**src/common/apb_pkg.sv**
```systemverilog
// APB address width default and bridge transfer state encoding

package apb_pkg;

  // Address slice forwarded to each accelerator
  localparam int APB_ADDR_WIDTH_DEFAULT = 12;

  // --------------------------------------------------
  // Bridge states
  // --------------------------------------------------

  // Idle until a request arrives
  // Select is the one-cycle setup phase
  // Enable holds until the target raises pready
  typedef enum logic [1:0] {
    apb_idle,
    apb_select,
    apb_enable
  } apb_state_t;

endpackage

```
**src/common/bus_map_pkg.sv**
```systemverilog
// Manager-side address and data types, accelerator window map and target encoding

package bus_map_pkg;

  // --------------------------------------------------
  // Manager bus widths
  // --------------------------------------------------

  // Byte address issued by the manager
  typedef logic [31:0] addr_t;

  // One bus data word
  typedef logic [31:0] data_t;

  // --------------------------------------------------
  // Accelerator windows
  // --------------------------------------------------

  // Each window spans 64 KiB
  localparam int WINDOW_BITS = 16;

  // Message-authentication engine
  localparam addr_t MAC_BASE = 32'h8005_0000;

  // Block-cipher engine
  localparam addr_t CIPHER_BASE = 32'h8006_0000;

  // What a manager address selects
  typedef enum logic [1:0] {
    target_mac,
    target_cipher,
    target_none
  } target_t;

  // --------------------------------------------------
  // Interrupts
  // --------------------------------------------------

  // Bit 0 mac, bit 1 cipher
  localparam int NUM_IRQ = 2;

endpackage

```
**src/common/bus_chan_if.sv**
```systemverilog
// Request and response channel between the bus router and one APB bridge

`timescale 1ns/10ps

interface bus_chan_if
  import bus_map_pkg::*, apb_pkg::*;
#(
  parameter int APB_ADDR_WIDTH = APB_ADDR_WIDTH_DEFAULT
) ();

  // Request side, single-cycle pulses
  logic                      read_request;
  logic                      write_request;

  // Offset inside the accelerator window
  logic [APB_ADDR_WIDTH-1:0] offset;
  data_t                     write_data;

  // Response side
  data_t                     read_data;
  logic                      response;

  // Router issues requests and waits for the response
  modport router (
    output read_request,
    output write_request,
    output offset,
    output write_data,
    input  read_data,
    input  response
  );

  // Bridge answers each request with one response pulse
  modport channel (
    input  read_request,
    input  write_request,
    input  offset,
    input  write_data,
    output read_data,
    output response
  );

endinterface

```
**src/apb_channel/apb_channel.sv**
```systemverilog
// APB bridge with transfer FSM, read data capture and interrupt pending flag

`timescale 1ns/10ps

module apb_channel
  import bus_map_pkg::*, apb_pkg::*;
#(
  parameter int APB_ADDR_WIDTH = APB_ADDR_WIDTH_DEFAULT
) (
  input  logic                      clock,
  input  logic                      reset,

  // Router side
  bus_chan_if.channel               chan,

  // APB manager port toward the accelerator
  output logic [APB_ADDR_WIDTH-1:0] paddr_o,
  output logic                      psel_o,
  output logic                      penable_o,
  output logic                      pwrite_o,
  output data_t                     pwdata_o,
  input  data_t                     prdata_i,
  input  logic                      pready_i,

  // Interrupt line and its acknowledge
  input  logic                      irq_i,
  input  logic                      irq_response_i,
  output logic                      pending_o
);

  apb_state_t                state_q;
  logic                      start;
  logic                      done;

  logic [APB_ADDR_WIDTH-1:0] paddr_q;
  logic                      pwrite_q;
  data_t                     pwdata_q;
  data_t                     read_data_q;
  logic                      response_q;

  logic                      irq_q;
  logic                      pending_q;

  // --------------------------------------------------
  // Transfer sequencing
  // --------------------------------------------------

  assign start = chan.read_request || chan.write_request;

  // Transfer completes on the first ready enable cycle
  assign done = (state_q == apb_enable) && pready_i;

  always_ff @(posedge clock or posedge reset) begin
    if (reset) begin
      state_q <= apb_idle;
    end else begin
      case (state_q)
        apb_idle: begin
          if (start) begin
            state_q <= apb_select;
          end
        end
        apb_select: begin
          state_q <= apb_enable;
        end
        apb_enable: begin
          if (pready_i) begin
            state_q <= apb_idle;
          end
        end
        default: begin
          state_q <= apb_idle;
        end
      endcase
    end
  end

  // Direction held for the whole transfer
  always_ff @(posedge clock or posedge reset) begin
    if (reset) begin
      pwrite_q <= 1'b0;
    end else if (state_q == apb_idle && start) begin
      pwrite_q <= chan.write_request;
    end
  end

  // Address and write data taken with the request
  always_ff @(posedge clock) begin
    if (state_q == apb_idle && start) begin
      paddr_q  <= chan.offset;
      pwdata_q <= chan.write_data;
    end
  end

  assign paddr_o   = paddr_q;
  assign pwrite_o  = pwrite_q;
  assign pwdata_o  = pwdata_q;
  assign psel_o    = (state_q == apb_select) || (state_q == apb_enable);
  assign penable_o = (state_q == apb_enable);

  // --------------------------------------------------
  // Response toward the router
  // --------------------------------------------------

  always_ff @(posedge clock or posedge reset) begin
    if (reset) begin
      response_q <= 1'b0;
    end else begin
      response_q <= done;
    end
  end

  always_ff @(posedge clock) begin
    if (done && !pwrite_q) begin
      read_data_q <= prdata_i;
    end
  end

  assign chan.response  = response_q;
  assign chan.read_data = read_data_q;

  // --------------------------------------------------
  // Interrupt capture
  // --------------------------------------------------

  // New edge takes priority over the acknowledge
  always_ff @(posedge clock) begin
    if (reset) begin
      irq_q     <= 1'b0;
      pending_q <= 1'b0;
    end else begin
      irq_q <= irq_i;
      if (irq_i && !irq_q) begin
        pending_q <= 1'b1;
      end else if (irq_response_i) begin
        pending_q <= 1'b0;
      end
    end
  end

  assign pending_o = pending_q;

  // --------------------------------------------------
  // Checks
  // --------------------------------------------------

  // Enable phase only after a setup cycle
  a_setup_before_enable: assert property (@(posedge clock) disable iff (reset)
    penable_o |-> psel_o && $past(psel_o));

  // Address and direction frozen across the transfer
  a_ctrl_stable: assert property (@(posedge clock) disable iff (reset)
    (psel_o && $past(psel_o)) |-> $stable(paddr_o) && $stable(pwrite_o));

  // Router waits for the previous response
  a_request_when_idle: assert property (@(posedge clock) disable iff (reset)
    start |-> state_q == apb_idle);

endmodule

```
**src/bus_router.sv**
```systemverilog
// Window decode, request steering, response and read data merge, interrupt packing

`timescale 1ns/10ps

module bus_router
  import bus_map_pkg::*;
(
  input  logic               clock,
  input  logic               reset,

  // Manager request/response bus
  input  addr_t              rw_address_i,
  input  logic               read_request_i,
  input  logic               write_request_i,
  input  data_t              write_data_i,
  output data_t              read_data_o,
  output logic               read_response_o,
  output logic               write_response_o,

  // Interrupts toward the manager
  output logic [NUM_IRQ-1:0] irq_o,

  // Bridge channels
  bus_chan_if.router         mac_chan,
  bus_chan_if.router         cipher_chan,
  input  logic               mac_pending_i,
  input  logic               cipher_pending_i
);

  localparam int ADDR_BITS    = $bits(addr_t);
  localparam int OFFSET_WIDTH = $bits(mac_chan.offset);

  target_t target;
  logic    any_request;
  logic    any_response;
  logic    outstanding_q;
  logic    is_read_q;
  logic    none_response_q;

  // --------------------------------------------------
  // Address decode
  // --------------------------------------------------

  always_comb begin
    if (rw_address_i[ADDR_BITS-1:WINDOW_BITS] == MAC_BASE[ADDR_BITS-1:WINDOW_BITS]) begin
      target = target_mac;
    end else if (rw_address_i[ADDR_BITS-1:WINDOW_BITS] ==
                 CIPHER_BASE[ADDR_BITS-1:WINDOW_BITS]) begin
      target = target_cipher;
    end else begin
      target = target_none;
    end
  end

  assign any_request = read_request_i || write_request_i;

  // Only the selected channel sees the pulse
  assign mac_chan.read_request     = read_request_i && (target == target_mac);
  assign mac_chan.write_request    = write_request_i && (target == target_mac);
  assign cipher_chan.read_request  = read_request_i && (target == target_cipher);
  assign cipher_chan.write_request = write_request_i && (target == target_cipher);

  assign mac_chan.offset       = rw_address_i[OFFSET_WIDTH-1:0];
  assign mac_chan.write_data   = write_data_i;
  assign cipher_chan.offset    = rw_address_i[OFFSET_WIDTH-1:0];
  assign cipher_chan.write_data = write_data_i;

  // --------------------------------------------------
  // Request tracking
  // --------------------------------------------------

  assign any_response = mac_chan.response || cipher_chan.response || none_response_q;

  always_ff @(posedge clock or posedge reset) begin
    if (reset) begin
      outstanding_q   <= 1'b0;
      is_read_q       <= 1'b0;
      none_response_q <= 1'b0;
    end else begin
      // Unmapped addresses answered one cycle later
      none_response_q <= any_request && (target == target_none);
      if (any_request) begin
        outstanding_q <= 1'b1;
        is_read_q     <= read_request_i;
      end else if (any_response) begin
        outstanding_q <= 1'b0;
      end
    end
  end

  // --------------------------------------------------
  // Merge toward the manager
  // --------------------------------------------------

  assign read_response_o  = any_response && is_read_q;
  assign write_response_o = any_response && !is_read_q;

  // Zero data unless a bridge is responding
  always_comb begin
    if (mac_chan.response) begin
      read_data_o = mac_chan.read_data;
    end else if (cipher_chan.response) begin
      read_data_o = cipher_chan.read_data;
    end else begin
      read_data_o = '0;
    end
  end

  assign irq_o = {cipher_pending_i, mac_pending_i};

  // --------------------------------------------------
  // Checks
  // --------------------------------------------------

  // Manager waits for each response
  a_single_outstanding: assert property (@(posedge clock) disable iff (reset)
    outstanding_q |-> !any_request);

  a_one_direction: assert property (@(posedge clock) disable iff (reset)
    !(read_request_i && write_request_i));

endmodule

```
**src/crypto_bus_top.sv**
```systemverilog
// Top level joining the bus router with the mac and cipher APB bridges

`timescale 1ns/10ps

module crypto_bus_top
  import bus_map_pkg::*, apb_pkg::*;
#(
  parameter int APB_ADDR_WIDTH = APB_ADDR_WIDTH_DEFAULT
) (
  input  logic                      clock,
  input  logic                      reset,

  // Manager bus
  input  addr_t                     rw_address_i,
  input  logic                      read_request_i,
  input  logic                      write_request_i,
  input  data_t                     write_data_i,
  output data_t                     read_data_o,
  output logic                      read_response_o,
  output logic                      write_response_o,

  // Interrupts
  input  logic [NUM_IRQ-1:0]        irq_response_i,
  output logic [NUM_IRQ-1:0]        irq_o,

  // mac accelerator
  input  data_t                     mac_prdata_i,
  input  logic                      mac_pready_i,
  input  logic                      mac_irq_i,
  output logic [APB_ADDR_WIDTH-1:0] mac_paddr_o,
  output logic                      mac_psel_o,
  output logic                      mac_penable_o,
  output logic                      mac_pwrite_o,
  output data_t                     mac_pwdata_o,

  // cipher accelerator
  input  data_t                     cipher_prdata_i,
  input  logic                      cipher_pready_i,
  input  logic                      cipher_irq_i,
  output logic [APB_ADDR_WIDTH-1:0] cipher_paddr_o,
  output logic                      cipher_psel_o,
  output logic                      cipher_penable_o,
  output logic                      cipher_pwrite_o,
  output data_t                     cipher_pwdata_o
);

  logic mac_pending;
  logic cipher_pending;

  bus_chan_if #(.APB_ADDR_WIDTH(APB_ADDR_WIDTH)) mac_bus ();
  bus_chan_if #(.APB_ADDR_WIDTH(APB_ADDR_WIDTH)) cipher_bus ();

  bus_router router (
    .clock            (clock),
    .reset            (reset),
    .rw_address_i     (rw_address_i),
    .read_request_i   (read_request_i),
    .write_request_i  (write_request_i),
    .write_data_i     (write_data_i),
    .read_data_o      (read_data_o),
    .read_response_o  (read_response_o),
    .write_response_o (write_response_o),
    .irq_o            (irq_o),
    .mac_chan         (mac_bus),
    .cipher_chan      (cipher_bus),
    .mac_pending_i    (mac_pending),
    .cipher_pending_i (cipher_pending)
  );

  // --------------------------------------------------
  // Accelerator bridges
  // --------------------------------------------------

  apb_channel #(.APB_ADDR_WIDTH(APB_ADDR_WIDTH)) mac_channel (
    .clock          (clock),
    .reset          (reset),
    .chan           (mac_bus),
    .paddr_o        (mac_paddr_o),
    .psel_o         (mac_psel_o),
    .penable_o      (mac_penable_o),
    .pwrite_o       (mac_pwrite_o),
    .pwdata_o       (mac_pwdata_o),
    .prdata_i       (mac_prdata_i),
    .pready_i       (mac_pready_i),
    .irq_i          (mac_irq_i),
    .irq_response_i (irq_response_i[0]),
    .pending_o      (mac_pending)
  );

  apb_channel #(.APB_ADDR_WIDTH(APB_ADDR_WIDTH)) cipher_channel (
    .clock          (clock),
    .reset          (reset),
    .chan           (cipher_bus),
    .paddr_o        (cipher_paddr_o),
    .psel_o         (cipher_psel_o),
    .penable_o      (cipher_penable_o),
    .pwrite_o       (cipher_pwrite_o),
    .pwdata_o       (cipher_pwdata_o),
    .prdata_i       (cipher_prdata_i),
    .pready_i       (cipher_pready_i),
    .irq_i          (cipher_irq_i),
    .irq_response_i (irq_response_i[1]),
    .pending_o      (cipher_pending)
  );

endmodule
```
**config.mk**
```make
export PLATFORM = sky130hd
export DESIGN_NAME = crypto_bus_top
export DESIGN_NICKNAME = d
export VERILOG_FILES = /design/src/common/apb_pkg.sv /design/src/common/bus_map_pkg.sv /design/src/common/bus_chan_if.sv /design/src/apb_channel/apb_channel.sv /design/src/bus_router.sv /design/src/crypto_bus_top.sv
export SDC_FILE = /design/constraint.sdc
export NUM_CORES = 1
export LEC_CHECK = 0
export ABC_CLOCK_PERIOD_IN_PS = 9160
export BUFFER_PORTS_ARGS = -buffer_cell sky130_fd_sc_hd__buf_2
export CAP_MARGIN = 20
export CELL_PAD_IN_SITES_DETAIL_PLACEMENT = 1
export CELL_PAD_IN_SITES_GLOBAL_PLACEMENT = 1
export CORE_AREA = 2 2 123 125
export CTS_CLUSTER_DIAMETER = 200
export DETAILED_ROUTE_END_ITERATION = 10
export DIE_AREA = 0 0 125 127
export PLACE_DENSITY = 0.84
export SKIP_CTS_REPAIR_TIMING = 1
export SLEW_MARGIN = 40
export SYNTH_ARGS = -nofsm -noshare
export SYNTH_HDL_FRONTEND = slang
export SYNTH_SLANG_ARGS = --single-unit
```
**constraint.sdc**
```tcl
create_clock -name clock -period 9.16 [get_ports clock]
set_input_delay 1.374 -clock clock [delete_from_list [all_inputs] [get_ports clock]]
set_output_delay 1.374 -clock clock [all_outputs]
set_load 0.005 [all_outputs]
```
======== Yosys cells after proc, flatten, opt, wreduce, memory -nomap -nowiden ========
Cells that the tools add are included.
word-level totals
  flip-flop bits (word level) ............. 166
  input bits .............................. 138
  output and inout port bits .............. 130
  word-level logic and storage cells ...... 78
operators by class
  eq/ne operators ......................... 12
  multiplexer cells ....................... 14
  reduce and logical (&&, ||, !) cells .... 34
operator list
  cell                  count
  $mux 32               2
  $eq 16x16->1 const B  2
  $logic_and 1x1->1     15
  $mux 2                6
  $pmux 2 s3            2
  $logic_or 1x1->1      7
  $eq 2x1->1 const B    3
  $eq 2x2->1 const B    3
  $logic_not 2->1       3
  $logic_not 1->1       5
  $mux 1                4
  $ne 2x1->1 const B    2
  $ne 2x2->1 const B    2
  $reduce_and 2->1      2
  $reduce_bool 2->1     2

======== Depth between registers and ports, before layout ========
  word-level depth ........................ 8
  mapped depth ............................ 6
  mapped depth without buffers ............ 6

======== Cells and area by module ========
From an unflattened synthesis, not the netlist that was laid out.
unflattened totals
  cell total of the unflattened synthesis .. 362
  area total of the unflattened synthesis .. 6349.8 um2
modules (own cells, without submodules)
  module       times used  cells each  area each (um2)  sequential area each (um2)
  apb_channel  2           103         2582.5           2422.3
  bus_router   1           156         1184.9           50.0

======== Worst setup path after synthesis ========
No wires, ideal clock.
  kind .................................... input -> register
  from .................................... input port rw_address_i[19]
  to ...................................... register mac_channel.paddr_q[0] (netlist: mac_channel.paddr_o[0]) (enable)
  setup time .............................. 445 ps
  arrival ................................. 3910 ps
  data required time ...................... 8715 ps
  path slack .............................. 4804 ps
  stages .................................. 5
  path buffers ............................ 1
  path through ............................ nor4b_4 and4_1 buf_4 nand2_2 nor2_1
between the ends
  word-level cells in the longest chain between the ends .. 7
  elaborated cells on any way between the ends .. 9
  those cells by class .................... eq/ne (2); mux (2); reduce/logical (5)
RTL lines
  element                               line                                text
  start, declared                       crypto_bus_top.sv:14                input addr_t rw_address_i,
  $eq 16x16->1                          bus_router.sv:47                    end else if (rw_address_i[ADDR_BITS-1:WINDOW_BITS] ==
  $mux 2                                bus_router.sv:47
  $mux 2 (*)                            bus_router.sv:45                    if (rw_address_i[ADDR_BITS-1:WINDOW_BITS] == MAC_BASE[ADDR_BITS-1:WINDOW_BITS]) begin
  $logic_not 2->1 (*)                   bus_router.sv:58, bus_router.sv:59
  $logic_and 1x1->1 (on tied branches)  bus_router.sv:58, bus_router.sv:59
  $logic_or 1x1->1 (*)                  apb_channel.sv:48                   assign start = chan.read_request || chan.write_request;
  $logic_and 1x1->1 (*)                 apb_channel.sv:89                   if (state_q == apb_idle && start) begin
  end signal, assigned                  apb_channel.sv:90                   paddr_q <= chan.offset;
  end, declared                         apb_channel.sv:35                   logic [APB_ADDR_WIDTH-1:0] paddr_q;
Every way passes the cells marked *; elsewhere a longest branch is shown, timed or not.
A chain may end at the register's enable or synchronous reset.

======== Worst setup path in the final report ========
  from .................................... register mac_channel.response_q (netlist: mac_channel.chan.response)
  to ...................................... output port read_data_o[13]
between the ends
  word-level cells in the longest chain between the ends .. 1
RTL lines
  element                 line                  text
  start, declared         apb_channel.sv:39     logic response_q;
  start signal, assigned  apb_channel.sv:109    response_q <= done;
  $mux 32                 bus_router.sv:100     if (mac_chan.response) begin
  end, declared           crypto_bus_top.sv:18  output data_t read_data_o,
No other way between the ends.

==> results.cfg <==
[run_status]
status = completed

[power_and_ir_drop]
peakVddDrop_uv = 122
p_per_area_nw_per_um2 = 225
totalPowerFinal_mw = 1.78
leakage_nw = 3.23

[synth]
ys_types = 33
post_synth.cell_area_avg_um2 = 20.5
synthSimpleGateAreaFrac_pct = 5.63
yosysWarnings = 0
yosysSeqAreaShare_pct = 85.4
synth_cells = 279
synth_compound_area_share_pct = 6.33
synth-edff-count = 152
ys.flop_type = edfxtp_1
synthArstFlopShare_pct = 6.02
synthMuxAreaShare_pct = 0
synth-xor-area-share_pct = 0
synth_top_family_by_area = compound AO/OA/AOI/OAI gates
synth_nets = 423
mappedNetlistArea_um2 = 5730
synthAdderAreaFrac_pct = 1.31
yosys_register_bits = 166

[worst_hold_path]
hp-class = register to register
hold_path_depth = 2

[timing]
finalCritPeriodShare_pct = 38.4
setup_tns_ns = 0
maxSlewHeadroom_pct = 55.9
setup_viol = 0
clock.fmax_ghz = 0.285
slew_viol_final = 0
layout_min_cycle_time_ns = 3.51
worst_pin_slew_ns = 0.661
hold_viol_final = 0
fin_worst_skew_ns = 0.00570
rsz0062_at_grt = false

[floorplanning]
ios = 268
fp.dieH_um = 127
core-area_um2 = 14400
initial_core_util_pct = 39.7
rows = 44
fp.dieArea_um2 = 15900
die_x_um = 125

[critical_path]
crit_end = read_data_o[13]
r2r_end = cipher_channel.pwdata_o[31]
r2r_cells = 5
crit_arrival_ns = 2.14
path_class = register to output port
critPathRequiredTime_ns = 7.79
start_kind = register
cp_max_fo = 35
crit_start = mac_channel.chan.response
rrSetupSlack_ns = 7.25
r2r_start = cipher_channel.state_q[1]
end_kind = output port

[clock_tree]
cts_made_buffers = 17
cts_sinks = 166
clk-insertion-delay-late_ns = 0.41
path_clk_slew_ns = 0.06
root_buffer = clkbuf_16
cts_max_level = 4
cts_tree = built
clockBufferDepth = 2

[global_routing]
grt_usage_pct = 19.2
antenna_found_initial = 1
grt_pass1_vias = 4105
grt_pass1_wl_mm = 23.0
grt-ovfl-total = 0
grt_max_degree = 45

[detailed_routing]
drt_iter0_drc = 140
postRouteAntennaNets = 0
drtPass1Iterations = 4
routed_wl_mm = 15.3
num_vias = 3638
via_per_inst = 4.82
drc = 0
avgRoutedWirePerCell_um = 20.3

[place]
place.gp.congestion = 0.769
hpwl_mm = 11.6
port_buffers = 263

[finish]
fin_nets = 701
drive_gt1_share_pct = 54.4
diodes = 0
area_delta_synth_final_pct = 37.8
final_util_pct = 54.7

[run]
max_cap_violations = 0
-- power breakdown --
group | switching, mW | internal, mW | leakage (nW)
Sequential | 0.0254 | 0.881 | 1.54
Clock | 0.295 | 0.377 | 0.267
Combinational | 0.103 | 0.0975 | 1.42
Total | 0.423 | 1.36 | 3.23
-- cells in the mapped netlist, types with 2 or more instances --
master | n | area, µm²
buf_2 | 3 | 15.0
nor2b_1 | 8 | 50.1
dfrtp_1 | 10 | 250
buf_4 | 3 | 22.5
edfxtp_1 | 152 | 4560
ha_1 | 6 | 75.1
nand3_1 | 2 | 10.0
and2_1 | 2 | 12.5
a21oi_1 | 3 | 15.0
clkbuf_1 | 4 | 15.0
o211ai_1 | 2 | 15.0
a22o_1 | 31 | 272
and4_1 | 2 | 17.5
nor4b_4 | 2 | 47.6
nor3b_1 | 2 | 15.0
a211oi_1 | 2 | 15.0
nor3_1 | 5 | 25.0
nand2_1 | 6 | 22.5
o21ai_0 | 2 | 10.0
nand2b_1 | 4 | 25.0
dfxtp_1 | 4 | 80.1
nor2_1 | 8 | 30.0
inv_1 | 6 | 22.5
-- per-stage QoR --
stage	area (µm²)	std cells	setup WS (ns)	hold slack [ns]
after detailed placement	7340	722	5.83	0.469
after global routing	7900	754	5.45	0.514
after floorplan	5730	279	4.80	0.439
after CTS	7900	754	5.57	0.488
after global placement	7280	719	5.79	0.464
final	7900	754	5.65	0.488
-- registers in the layout, summed over array words and instances (netlist names) --
signal / cells
cipher_channel.chan.response: 1
cipher_channel.pwdata_o: 32
cipher_channel.irq_q: 1
cipher_channel.pending_o: 1
mac_channel.state_q: 2
cipher_channel.state_q: 2
mac_channel.paddr_o: 12
mac_channel.chan.response: 1
mac_channel.pwdata_o: 32
cipher_channel.chan.read_data: 32
mac_channel.irq_q: 1
mac_channel.pwrite_o: 1
router.is_read_q: 1
cipher_channel.paddr_o: 12
mac_channel.chan.read_data: 32
router.none_response_q: 1
mac_channel.pending_o: 1
cipher_channel.pwrite_o: 1
-- cell type report --
type	instances	area, µm²
Clock buffer	18	429
Clock inverter	14	128
Fill cell	1460	6530
Inverter	6	22.5
Multi-Input combinational cell	97	793
Sequential cell	166	4900
Tap cell	184	230
Timing Repair Buffer	269	1400
-- cell usage in the layout (no fill, tap or decap), types with 4 or more instances in the layout --
cell / synthesis / routed
a22o_1: 31 / 31
buf_2: 3 / 263
clkbuf_16: 0 / 17
dfrtp_1: 10 / 9
dfxtp_1: 4 / 4
edfxtp_1: 152 / 152
ha_1: 6 / 6
inv_1: 6 / 6
nand2_1: 6 / 6
nand2b_1: 4 / 4
nor2_1: 8 / 6
nor2b_1: 8 / 5
nor3_1: 5 / 5
-- worst max-delay path, stage by stage (launching register included) --
cell and delay [ns]:
dfrtp_2 0.65, nor2b_2 0.40, buf_4 0.36, a22o_1 0.18, buf_2 0.12
-- worst min-delay path by stage --
stage / startpoint / to / slack [ns]
3_5_place_dp: cipher_channel.pending_o / cipher_channel.pending_o / 0.47
4_1_cts: cipher_channel.pending_o / cipher_channel.pending_o / 0.49
5_1_grt: cipher_channel.pending_o / cipher_channel.pending_o / 0.51
6_report: cipher_channel.pending_o / cipher_channel.pending_o / 0.49
2_1_floorplan: cipher_channel.pending_o / cipher_channel.pending_o / 0.44
3_3_place_gp: cipher_channel.pending_o / cipher_channel.pending_o / 0.46
-- cells by family (layout without fill, tap and decap cells) --
kind of cell,after synthesis,after routing
simple gates,47,47
flops,166,166
compound gates,44,44
buf+inv,16,307
fa+ha+maj,6,6
-- per-layer routing --
metal | vias to the layer above | track usage, % | part of all wire, %
met1 | 1751 | 20.6 | 35
met2 | 192 | 35.0 | 54
met5 | - | 0 | 0
met4 | 0 | 8.04 | 2.4
met3 | 28 | 6.32 | 8.3
li1 | 1667 | - | -
Note: power is estimated with default switching activity, not from simulation.
